--- src/include/obi_params.svh ---
// OBI memory subsystem sizing
// Address and ID widths, memory depth and request FIFO depth shared by
// the bus types and the RTL blocks

`ifndef OBI_PARAMS_SVH
`define OBI_PARAMS_SVH

// ---------------------------------------------------------------------------
// Bus widths
// ---------------------------------------------------------------------------

// Byte address width of the OBI address phase
`define OBI_ADDR_W 32

// Transaction ID width, echoed back as rid
`define OBI_AID_W 4

// ---------------------------------------------------------------------------
// Storage sizes
// ---------------------------------------------------------------------------

// 64 words of 32 bits, byte addresses 0 to 255
`define MEM_WORDS_LOG2 6

// Request FIFO entries between generator and slave
`define FIFO_DEPTH 4

`endif // OBI_PARAMS_SVH

--- src/hdl/obi_pkg.sv ---
// OBI bus transaction types
// Address phase and response phase of the data-side OBI port, each
// carried as one packed struct

`default_nettype none

`include "obi_params.svh"

package obi_pkg;

    // -----------------------------------------------------------------------
    // Address phase
    // -----------------------------------------------------------------------
    typedef struct packed {
        // Request strobe and its inverted parity companion
        logic                   req;
        logic                   reqpar;
        logic                   we;
        // One enable per byte lane
        logic [3:0]             be;
        logic [`OBI_ADDR_W-1:0] addr;
        logic [31:0]            wdata;
        logic [`OBI_AID_W-1:0]  aid;
        // User sidebands, tied off by the generator
        logic                   auser;
        logic                   wuser;
    } obi_req_t;

    // -----------------------------------------------------------------------
    // Response phase
    // -----------------------------------------------------------------------
    typedef struct packed {
        // One-cycle strobe, rready is tied high so never held
        logic                  rvalid;
        logic                  rvalidpar;
        logic [31:0]           rdata;
        // Even parity per byte of rdata
        logic [3:0]            rchk;
        logic                  err;
        // Echo of the address phase aid
        logic [`OBI_AID_W-1:0] rid;
    } obi_rsp_t;

endpackage : obi_pkg

`default_nettype wire

--- src/hdl/mem_pkg.sv ---
// Memory-side types
// External command format and the memory word with its byte view

`default_nettype none

`include "obi_params.svh"

package mem_pkg;

    // -----------------------------------------------------------------------
    // External command, qualified by a one-cycle strobe outside the struct
    // -----------------------------------------------------------------------
    typedef struct packed {
        logic                   we;
        logic [3:0]             be;
        logic [`OBI_ADDR_W-1:0] addr;
        logic [31:0]            wdata;
        logic [`OBI_AID_W-1:0]  aid;
    } mem_cmd_t;

    // -----------------------------------------------------------------------
    // Memory word
    // -----------------------------------------------------------------------
    // Whole word for reads, byte lanes for byte-enable merging
    typedef union packed {
        logic [31:0]     word;
        logic [3:0][7:0] bytes;
    } mem_word_u;

endpackage : mem_pkg

`default_nettype wire

--- src/hdl/obi_req_gen.sv ---
// OBI request generator
// Registers each strobed external command into an OBI address-phase item,
// driving the request parity and the user sideband tie-offs

`default_nettype none

module obi_req_gen (
    input  wire logic              clk_i,
    input  wire logic              reset_i,
    input  wire logic              cmd_valid_i,
    input  wire mem_pkg::mem_cmd_t cmd_i,
    output obi_pkg::obi_req_t      req_o
);

    // Request strobe, one cycle behind the command strobe
    logic req_q;

    // Captured command payload
    mem_pkg::mem_cmd_t cmd_q;

    always_ff @(posedge clk_i) begin
        if (reset_i) begin
            req_q <= 1'b0;
        end else begin
            req_q <= cmd_valid_i;
        end
    end

    // Payload only loads on a strobe
    always_ff @(posedge clk_i) begin
        if (cmd_valid_i) begin
            cmd_q <= cmd_i;
        end
    end

    // -----------------------------------------------------------------------
    // Address phase assembly
    // -----------------------------------------------------------------------
    always_comb begin
        req_o.req    = req_q;
        // Parity companion is the inverse of req
        req_o.reqpar = ~req_q;
        req_o.we     = cmd_q.we;
        req_o.be     = cmd_q.be;
        req_o.addr   = cmd_q.addr;
        req_o.wdata  = cmd_q.wdata;
        req_o.aid    = cmd_q.aid;
        // Unused user sidebands
        req_o.auser  = 1'b0;
        req_o.wuser  = 1'b0;
    end

    // A pushed item has its parity inverted and a fully defined payload
    a_req_item_valid : assert property (@(posedge clk_i) disable iff (reset_i)
        req_o.req |-> (!req_o.reqpar && !$isunknown(req_o)))
        else $error("obi_req_gen: request with bad parity or undefined payload");

endmodule : obi_req_gen

`default_nettype wire

--- src/hdl/obi_req_fifo.sv ---
// OBI request FIFO
// Circular buffer between the request generator and the memory slave,
// pops on grant and drops pushes into a full buffer with a sticky flag

`default_nettype none

`include "obi_params.svh"

module obi_req_fifo (
    input  wire logic              clk_i,
    input  wire logic              reset_i,
    input  wire obi_pkg::obi_req_t push_i,
    input  wire logic              gnt_i,
    output obi_pkg::obi_req_t      head_o,
    output logic                   overflow_o
);

    typedef logic [$clog2(`FIFO_DEPTH)-1:0]   ptr_t;
    typedef logic [$clog2(`FIFO_DEPTH+1)-1:0] cnt_t;

    // Entry storage, no reset needed
    obi_pkg::obi_req_t buf_q [`FIFO_DEPTH];

    ptr_t wr_ptr_q;
    ptr_t rd_ptr_q;
    cnt_t count_q;
    logic overflow_q;

    logic empty;
    logic full;
    logic push_ok;
    logic pop;

    assign empty   = (count_q == '0);
    assign full    = (count_q == cnt_t'(`FIFO_DEPTH));
    assign push_ok = push_i.req && !full;
    // Grant only comes while the head is valid
    assign pop     = gnt_i && !empty;

    // -----------------------------------------------------------------------
    // Pointers, count and overflow
    // -----------------------------------------------------------------------
    always_ff @(posedge clk_i) begin
        if (reset_i) begin
            wr_ptr_q   <= '0;
            rd_ptr_q   <= '0;
            count_q    <= '0;
            overflow_q <= 1'b0;
        end else begin
            if (push_ok) begin
                wr_ptr_q <= (wr_ptr_q == ptr_t'(`FIFO_DEPTH - 1)) ? '0 : wr_ptr_q + 1'b1;
            end
            if (pop) begin
                rd_ptr_q <= (rd_ptr_q == ptr_t'(`FIFO_DEPTH - 1)) ? '0 : rd_ptr_q + 1'b1;
            end
            // Net occupancy change
            case ({push_ok, pop})
                2'b10:   count_q <= count_q + 1'b1;
                2'b01:   count_q <= count_q - 1'b1;
                default: count_q <= count_q;
            endcase
            // Sticky until reset, the strobe has no back-pressure
            if (push_i.req && full) begin
                overflow_q <= 1'b1;
            end
        end
    end

    always_ff @(posedge clk_i) begin
        if (push_ok) begin
            buf_q[wr_ptr_q] <= push_i;
        end
    end

    // Head item, req marks a non-empty buffer
    always_comb begin
        head_o        = buf_q[rd_ptr_q];
        head_o.req    = !empty;
        head_o.reqpar = empty;
    end

    assign overflow_o = overflow_q;

    // Slave must never grant an empty buffer
    a_no_pop_empty : assert property (@(posedge clk_i) disable iff (reset_i)
        gnt_i |-> !empty)
        else $error("obi_req_fifo: grant while empty");

endmodule : obi_req_fifo

`default_nettype wire

--- src/hdl/obi_mem_slave.sv ---
// OBI memory slave
// Grants one access every two cycles over a 64-word memory, merges byte
// enabled writes, flags out-of-range addresses and returns parity-protected
// responses

`default_nettype none

`include "obi_params.svh"

module obi_mem_slave (
    input  wire logic              clk_i,
    input  wire logic              reset_i,
    input  wire obi_pkg::obi_req_t req_i,
    output logic                   gnt_o,
    output obi_pkg::obi_rsp_t      rsp_o
);

    // Grant when idle, response cycle doubles as the gap
    typedef enum logic {
        st_idle,
        st_gap
    } state_t;

    state_t state_q;

    mem_pkg::mem_word_u mem_q [1 << `MEM_WORDS_LOG2];

    logic [`MEM_WORDS_LOG2-1:0] word_idx;
    logic                       in_range;
    mem_pkg::mem_word_u         wdata_view;

    // Registered response payload
    logic                  rvalid_q;
    mem_pkg::mem_word_u    rdata_q;
    logic                  err_q;
    logic [`OBI_AID_W-1:0] rid_q;

    // Word index from the byte address
    assign word_idx = req_i.addr[`MEM_WORDS_LOG2+1:2];
    // Anything above byte 255 is out of range
    assign in_range = (req_i.addr[`OBI_ADDR_W-1:`MEM_WORDS_LOG2+2] == '0);
    assign gnt_o    = req_i.req && (state_q == st_idle);

    always_comb begin
        wdata_view.word = req_i.wdata;
    end

    // -----------------------------------------------------------------------
    // Grant/respond FSM
    // -----------------------------------------------------------------------
    always_ff @(posedge clk_i) begin
        if (reset_i) begin
            state_q  <= st_idle;
            rvalid_q <= 1'b0;
        end else begin
            rvalid_q <= gnt_o;
            case (state_q)
                st_idle: state_q <= gnt_o ? st_gap : st_idle;
                default: state_q <= st_idle;
            endcase
        end
    end

    // Memory is cleared on reset, writes merge only the enabled lanes
    always_ff @(posedge clk_i) begin
        if (reset_i) begin
            for (int i = 0; i < (1 << `MEM_WORDS_LOG2); i++) begin
                mem_q[i].word <= '0;
            end
        end else if (gnt_o && req_i.we && in_range) begin
            for (int b = 0; b < 4; b++) begin
                if (req_i.be[b]) begin
                    mem_q[word_idx].bytes[b] <= wdata_view.bytes[b];
                end
            end
        end
    end

    // Response payload captured at grant
    always_ff @(posedge clk_i) begin
        if (gnt_o) begin
            rid_q <= req_i.aid;
            err_q <= !in_range;
            // Writes and errors return zero data
            rdata_q.word <= (in_range && !req_i.we) ? mem_q[word_idx].word : '0;
        end
    end

    // -----------------------------------------------------------------------
    // Response assembly
    // -----------------------------------------------------------------------
    always_comb begin
        rsp_o.rvalid    = rvalid_q;
        rsp_o.rvalidpar = ~rvalid_q;
        rsp_o.rdata     = rdata_q.word;
        rsp_o.err       = err_q;
        rsp_o.rid       = rid_q;
        // Even parity per byte lane
        for (int b = 0; b < 4; b++) begin
            rsp_o.rchk[b] = ^rdata_q.bytes[b];
        end
    end

    // Response one cycle after the grant, and no new grant in that gap cycle
    a_rvalid_after_gnt : assert property (@(posedge clk_i) disable iff (reset_i)
        gnt_o |=> (rsp_o.rvalid && !gnt_o))
        else $error("obi_mem_slave: no response or no gap after gnt");

endmodule : obi_mem_slave

`default_nettype wire

--- src/hdl/obi_mem_wrap.sv ---
// OBI data-side memory subsystem top
// Command strobe in, generator feeds the request FIFO, the memory slave
// drains it and drives the response phase out

`default_nettype none

module obi_mem_wrap (
    input  wire logic              clk_i,
    input  wire logic              reset_i,
    input  wire logic              cmd_valid_i,
    input  wire mem_pkg::mem_cmd_t cmd_i,
    output obi_pkg::obi_rsp_t      rsp_o,
    output logic                   overflow_o
);

    // Generator to FIFO, FIFO head to slave
    obi_pkg::obi_req_t gen_req;
    obi_pkg::obi_req_t fifo_head;
    logic              mem_gnt;

    // -----------------------------------------------------------------------
    // Producer, buffer, consumer
    // -----------------------------------------------------------------------
    obi_req_gen req_gen_i (
        .clk_i       (clk_i),
        .reset_i     (reset_i),
        .cmd_valid_i (cmd_valid_i),
        .cmd_i       (cmd_i),
        .req_o       (gen_req)
    );

    obi_req_fifo req_fifo_i (
        .clk_i      (clk_i),
        .reset_i    (reset_i),
        .push_i     (gen_req),
        .gnt_i      (mem_gnt),
        .head_o     (fifo_head),
        .overflow_o (overflow_o)
    );

    obi_mem_slave mem_slave_i (
        .clk_i   (clk_i),
        .reset_i (reset_i),
        .req_i   (fifo_head),
        .gnt_o   (mem_gnt),
        .rsp_o   (rsp_o)
    );

endmodule : obi_mem_wrap

`default_nettype wire

--- config.mk ---
export PLATFORM = sky130hd
export DESIGN_NAME = obi_mem_wrap
export DESIGN_NICKNAME = d
export VERILOG_FILES = /design/src/hdl/obi_pkg.sv /design/src/hdl/mem_pkg.sv /design/src/hdl/obi_req_gen.sv /design/src/hdl/obi_req_fifo.sv /design/src/hdl/obi_mem_slave.sv /design/src/hdl/obi_mem_wrap.sv
export VERILOG_INCLUDE_DIRS = /design/src /design/src/include
export SDC_FILE = /design/constraint.sdc
export NUM_CORES = 2
export LEC_CHECK = 0
export CAP_MARGIN = 20
export CORE_AREA = 2 2 510 512
export CTS_BUF_LIST = sky130_fd_sc_hd__clkbuf_16
export DETAILED_ROUTE_END_ITERATION = 10
export DIE_AREA = 0 0 512 514
export DONT_BUFFER_PORTS = 1
export SLEW_MARGIN = 20
export SYNTH_ARGS = -nofsm -noshare
export SYNTH_HDL_FRONTEND = slang
export SYNTH_SLANG_ARGS = --single-unit
--- constraint.sdc ---
create_clock -name clk_i -period 3.4 [get_ports clk_i]
set_input_delay 0.68 -clock clk_i [delete_from_list [all_inputs] [get_ports clk_i]]
set_output_delay 0.68 -clock clk_i [all_outputs]
set_load 0.005 [all_outputs]
==> metrics.csv <==
stage,metric,value,unit
clock_network,clock_latency,0.98,ns
sta,max_slew_margin,20.2,%
worst_setup_path,r2r_end,mem_slave_i.rdata_q[7],
placed_design,hpwl,298000,um
clock_network,h-tree-depth,5,
die,io-pin-count,120,
logic_synthesis,syn_area,0.103,mm^2
finish,drive_above_1_share,23.5,%
power_and_ir_drop,pwr-share-clk,31.6,%
die,die_w,512,um
worst_setup_path,r2r_setup_slack,-0.12,ns
power_and_ir_drop,pwr-share-comb,30.0,%
clock_network,cts.path.max_buffers,4,
route,avgViaCountPerCell,6.25,
worst_setup_path,cp_data_arrival_time,4.19,ns
worst_setup_path,rr_worst_depth,9,
finish,stdcell_area,0.128,mm^2
clock_network,cts_tree,built,
finish,layoutNonFillerInstCount,12300,
worst_setup_path,worst_setup_path_end_kind,flop,
logic_synthesis,syn_avg_cell_area,13.4,um^2
placed_design,dp_slack,-0.569,ns
sta,fin_crit,3.52,ns
power_and_ir_drop,switching_share,34.1,%
die,fp.dieH,514,um
placed_design,io_buffers,0,
worst_hold_path,worstHoldPathType,primary input to flop,
worst_setup_path,start_kind,flop,
clock_network,clk_pin_slew_worst_paths,0.06,ns
power_and_ir_drop,switching_power,31.5,mW
sta,rsz0062_at_grt,yes,
global_route,grt_pass1_wl,594000,um
route,first_iter_violations,13000,
sta,setup_viol,154,
logic_synthesis,yosysSeqAreaShare,71.5,%
placed_design,gp_congestion,1.00,
power_and_ir_drop,peakVddDrop,0.865,mV
sta,max_freq,284,MHz
power_and_ir_drop,powerDensity,718,mW/mm^2
sta,worst-slew-pin-transition,1.20,ns
route,wl_per_cell,35.9,um
outcome,outcome,"complete, but fails checks",
sta,timing.final.ws_setup,-0.124,ns
logic_synthesis,synth_edf_count,2440,
route,vias,77000,
power_and_ir_drop,p_seq_share,38.4,%
job,max_cap_viol_count,0,
sta,period_share,104,%
die,core,0.258,mm^2
worst_setup_path,path_class,flop to flop,
finish,nets,8791,
logic_synthesis,yosysWarningCount,0,
logic_synthesis,synth-seq-cells,2453,
worst_setup_path,cp_max_fo,33,
sta,drv_slew,0,
die,rows,187,
route,ant_nets,0,
logic_synthesis,synth_fp_nets,7775,
sta,hold_viol,0,
die,start_util,39.8,%
placed_design,placed_area,0.116,mm^2
route,wirelength,442000,um
clock_network,clockRootBuffer,clkbuf_16,
global_route,grt_pass1_vias,73300,
logic_synthesis,syn_inst,7692,
die,die-area,0.263,mm^2
finish,area_growth,25.0,%
global_route,overflow,0,
logic_synthesis,async_flop_share,0,%
power_and_ir_drop,finalPower,92.3,mW
logic_synthesis,ys.flop_type,edfxtp_1,
worst_setup_path,critPathRequiredTime,4.06,ns
global_route,grt_max_degree,258,
clock_network,cts_buffers,283,
power_and_ir_drop,internal-power,60.8,mW
clock_network,cts.sinks,2453,
route,first_pass_iters,8,
route,drc,0,
worst_setup_path,crit_path_end,mem_slave_i.rdata_q[7],
outcome,violations,negative setup slack,
power_and_ir_drop,power_leakage,43.3,nW
global_route,grt_antenna_before_repair,16,
logic_synthesis,yosysUniqueCellTypes,65,
global_route,grt_use_total,32.8,%
placed_design,dp_cells,11700,
sta,skew,0.0875,ns
[cells in the mapped netlist, types with 4 or more instances]
cell       number  area [um^2]
a2111oi_0       7         61.3
a22oi_1       269         2020
buf_4          10         75.1
xor2_1          6         52.6
a21oi_1        85          425
a222oi_1       10          100
inv_1           8         30.0
or2_2          32          200
buf_2         233         1170
mux2i_1       236         2360
a32oi_1        91          797
nor3_1         21          105
mux2_2         88          991
a32o_1         12          120
dfxtp_1        13          260
a22o_1         49          429
mux4_2         78         1760
a41oi_1        16          140
nand3_1         9         45.0
o22ai_1        22          138
o21ai_0        84          420
a221o_1        15          150
nand2_1       456         1710
o21bai_1      256         1920
xnor2_1        24          210
o211ai_1        8         60.1
nand4_1        12         75.1
o32ai_1        23          201
and3_1         17          106
edfxtp_1     2440        73300
buf_1         123          462
a221oi_1      133         1160
nor4_1         46          288
a31oi_1       167         1040
nor2_1       2206         8280
o2bb2ai_1      77          674
nand2b_1        8         50.1
a31o_2          4         35.0
ha_1            6         75.1
or2_1           4         25.0
clkbuf_1      246          923
buf_6           7         78.8
[worst min path at each step]
stage	startpoint	cells after the start	endpoint
floorplan	req_gen_i.req_o[2]	0	req_fifo_i.buf_q[0][0]
global placement	req_gen_i.req_o[32]	0	req_fifo_i.buf_q[2][30]
detailed placement	req_gen_i.req_o[74]	0	req_fifo_i.buf_q[3][72]
CTS	cmd_valid_i	1	req_gen_i.req_o[28]
global route	cmd_valid_i	1	req_gen_i.req_o[28]
finish	cmd_valid_i	1	req_gen_i.req_o[28]
[per-stage QoR]
step                      util, %  TNS, ns  hold slack [ns]
after floorplan                 -        0            0.459
after global placement       45.1   -43.55            0.466
after detailed placement     45.1   -56.48            0.485
after CTS                    49.3    -2.27           0.0851
after global routing         49.8    -9.86            0.139
final                        49.8    -6.02            0.133
[sequential cells by signal, indices dropped and copies added (netlist names), named ones only]
register and count:
req_fifo_i.count_q 3, mem_slave_i.state_q 1, req_fifo_i.wr_ptr_q 2, mem_slave_i.rvalid_q 1, req_fifo_i.overflow_o 1, mem_slave_i.err_q 1
mem_slave_i.mem_q 2048, req_gen_i.req_o 71, mem_slave_i.rdata_q 32, req_gen_i.req_q 1, mem_slave_i.rid_q 4, req_fifo_i.rd_ptr_q 2
req_fifo_i.buf_q 284
[power by group through the flow]
| stage | logic, mW | clock network [mW] | registers, mW |
|---|---|---|---|
| 6_report | 27.7 | 29.2 | 35.4 |
| 5_1_grt | 27.5 | 30.5 | 35.5 |
| 4_1_cts | 25.7 | 29.3 | 35.4 |
| 3_5_place_dp | 24.3 | 0 | 36.1 |
| 3_3_place_gp | 24.2 | 0 | 36.0 |
| 2_1_floorplan | 9.92 | 0 | 35.6 |
[cells in the final DEF (no fill, tap or decap), drive strengths merged, types with 23 or more instances in the layout]
cell         synthesis  layout
edfxtp            2440    2440
nor2              2207    2207
buf                373    1268
nand2              457     457
clkbuf             246     292
a22oi              269     269
o21bai             256     256
mux2i              236     236
a31oi              167     167
a221oi             135     135
a32oi               91      91
clkinv               0      89
mux2                88      88
o21ai               87      87
a21oi               85      85
mux4                78      79
o2bb2ai             77      77
inv                  8      76
dlygate4sd3          0      72
a22o                49      49
nor4                46      46
or2                 36      36
xnor2               24      24
o32ai               23      23
[cell families after synthesis]
group,Yosys count,share of synthesized area (%)
and+or+nand+nor,2829,10.7
DFF,2453,71.5
AOI/OAI and AO/OA,1344,9.78
buffers and inverters,627,2.66
muxes,402,4.97
xor gates and xnor gates,30,0.256
adders and majority gates,7,0.0925
[cell type report]
class / instances / area, um^2
diodes: 16 / 40.0
clock buffers: 289 / 7230
clock inverters: 185 / 1370
fillers: 22000 / 130000
inverters: 8 / 30.0
multi-input cells: 4613 / 28300
flip-flops and latches: 2453 / 73500
well taps: 3402 / 4260
repair buffers: 1349 / 13700
[routing by layer]
metal / up-vias / share of wire, % / global-route usage, %
met4: 8 / 7.2 / 19.1
li1: 30700 / - / -
met1: 38600 / 36 / 42.5
met5: - / 0.013 / 0
met3: 1424 / 14 / 9.69
met2: 6172 / 43 / 48.8
[critical path, stage by stage (launching register included)]
cell and delay, ns:
dfxtp_4 0.40, mux4_4 0.80, buf_4 0.22, buf_12 0.20
mux2_2 0.33, a32oi_1 0.38, a31oi_2 0.26, nor4_2 0.21
buf_4 0.20, a41oi_2 0.14
[repair_timing]
item,4_1_cts,5_1_grt
gates resized for setup,161,159
setup endpoints to repair,686,2450
buffers inserted,47,30
pin swaps,53,67
cloned,8,3
hold buffers,73,0
endpoints found under the hold margin,155,0
No activity file was read; power rests on OpenSTA's default activity.
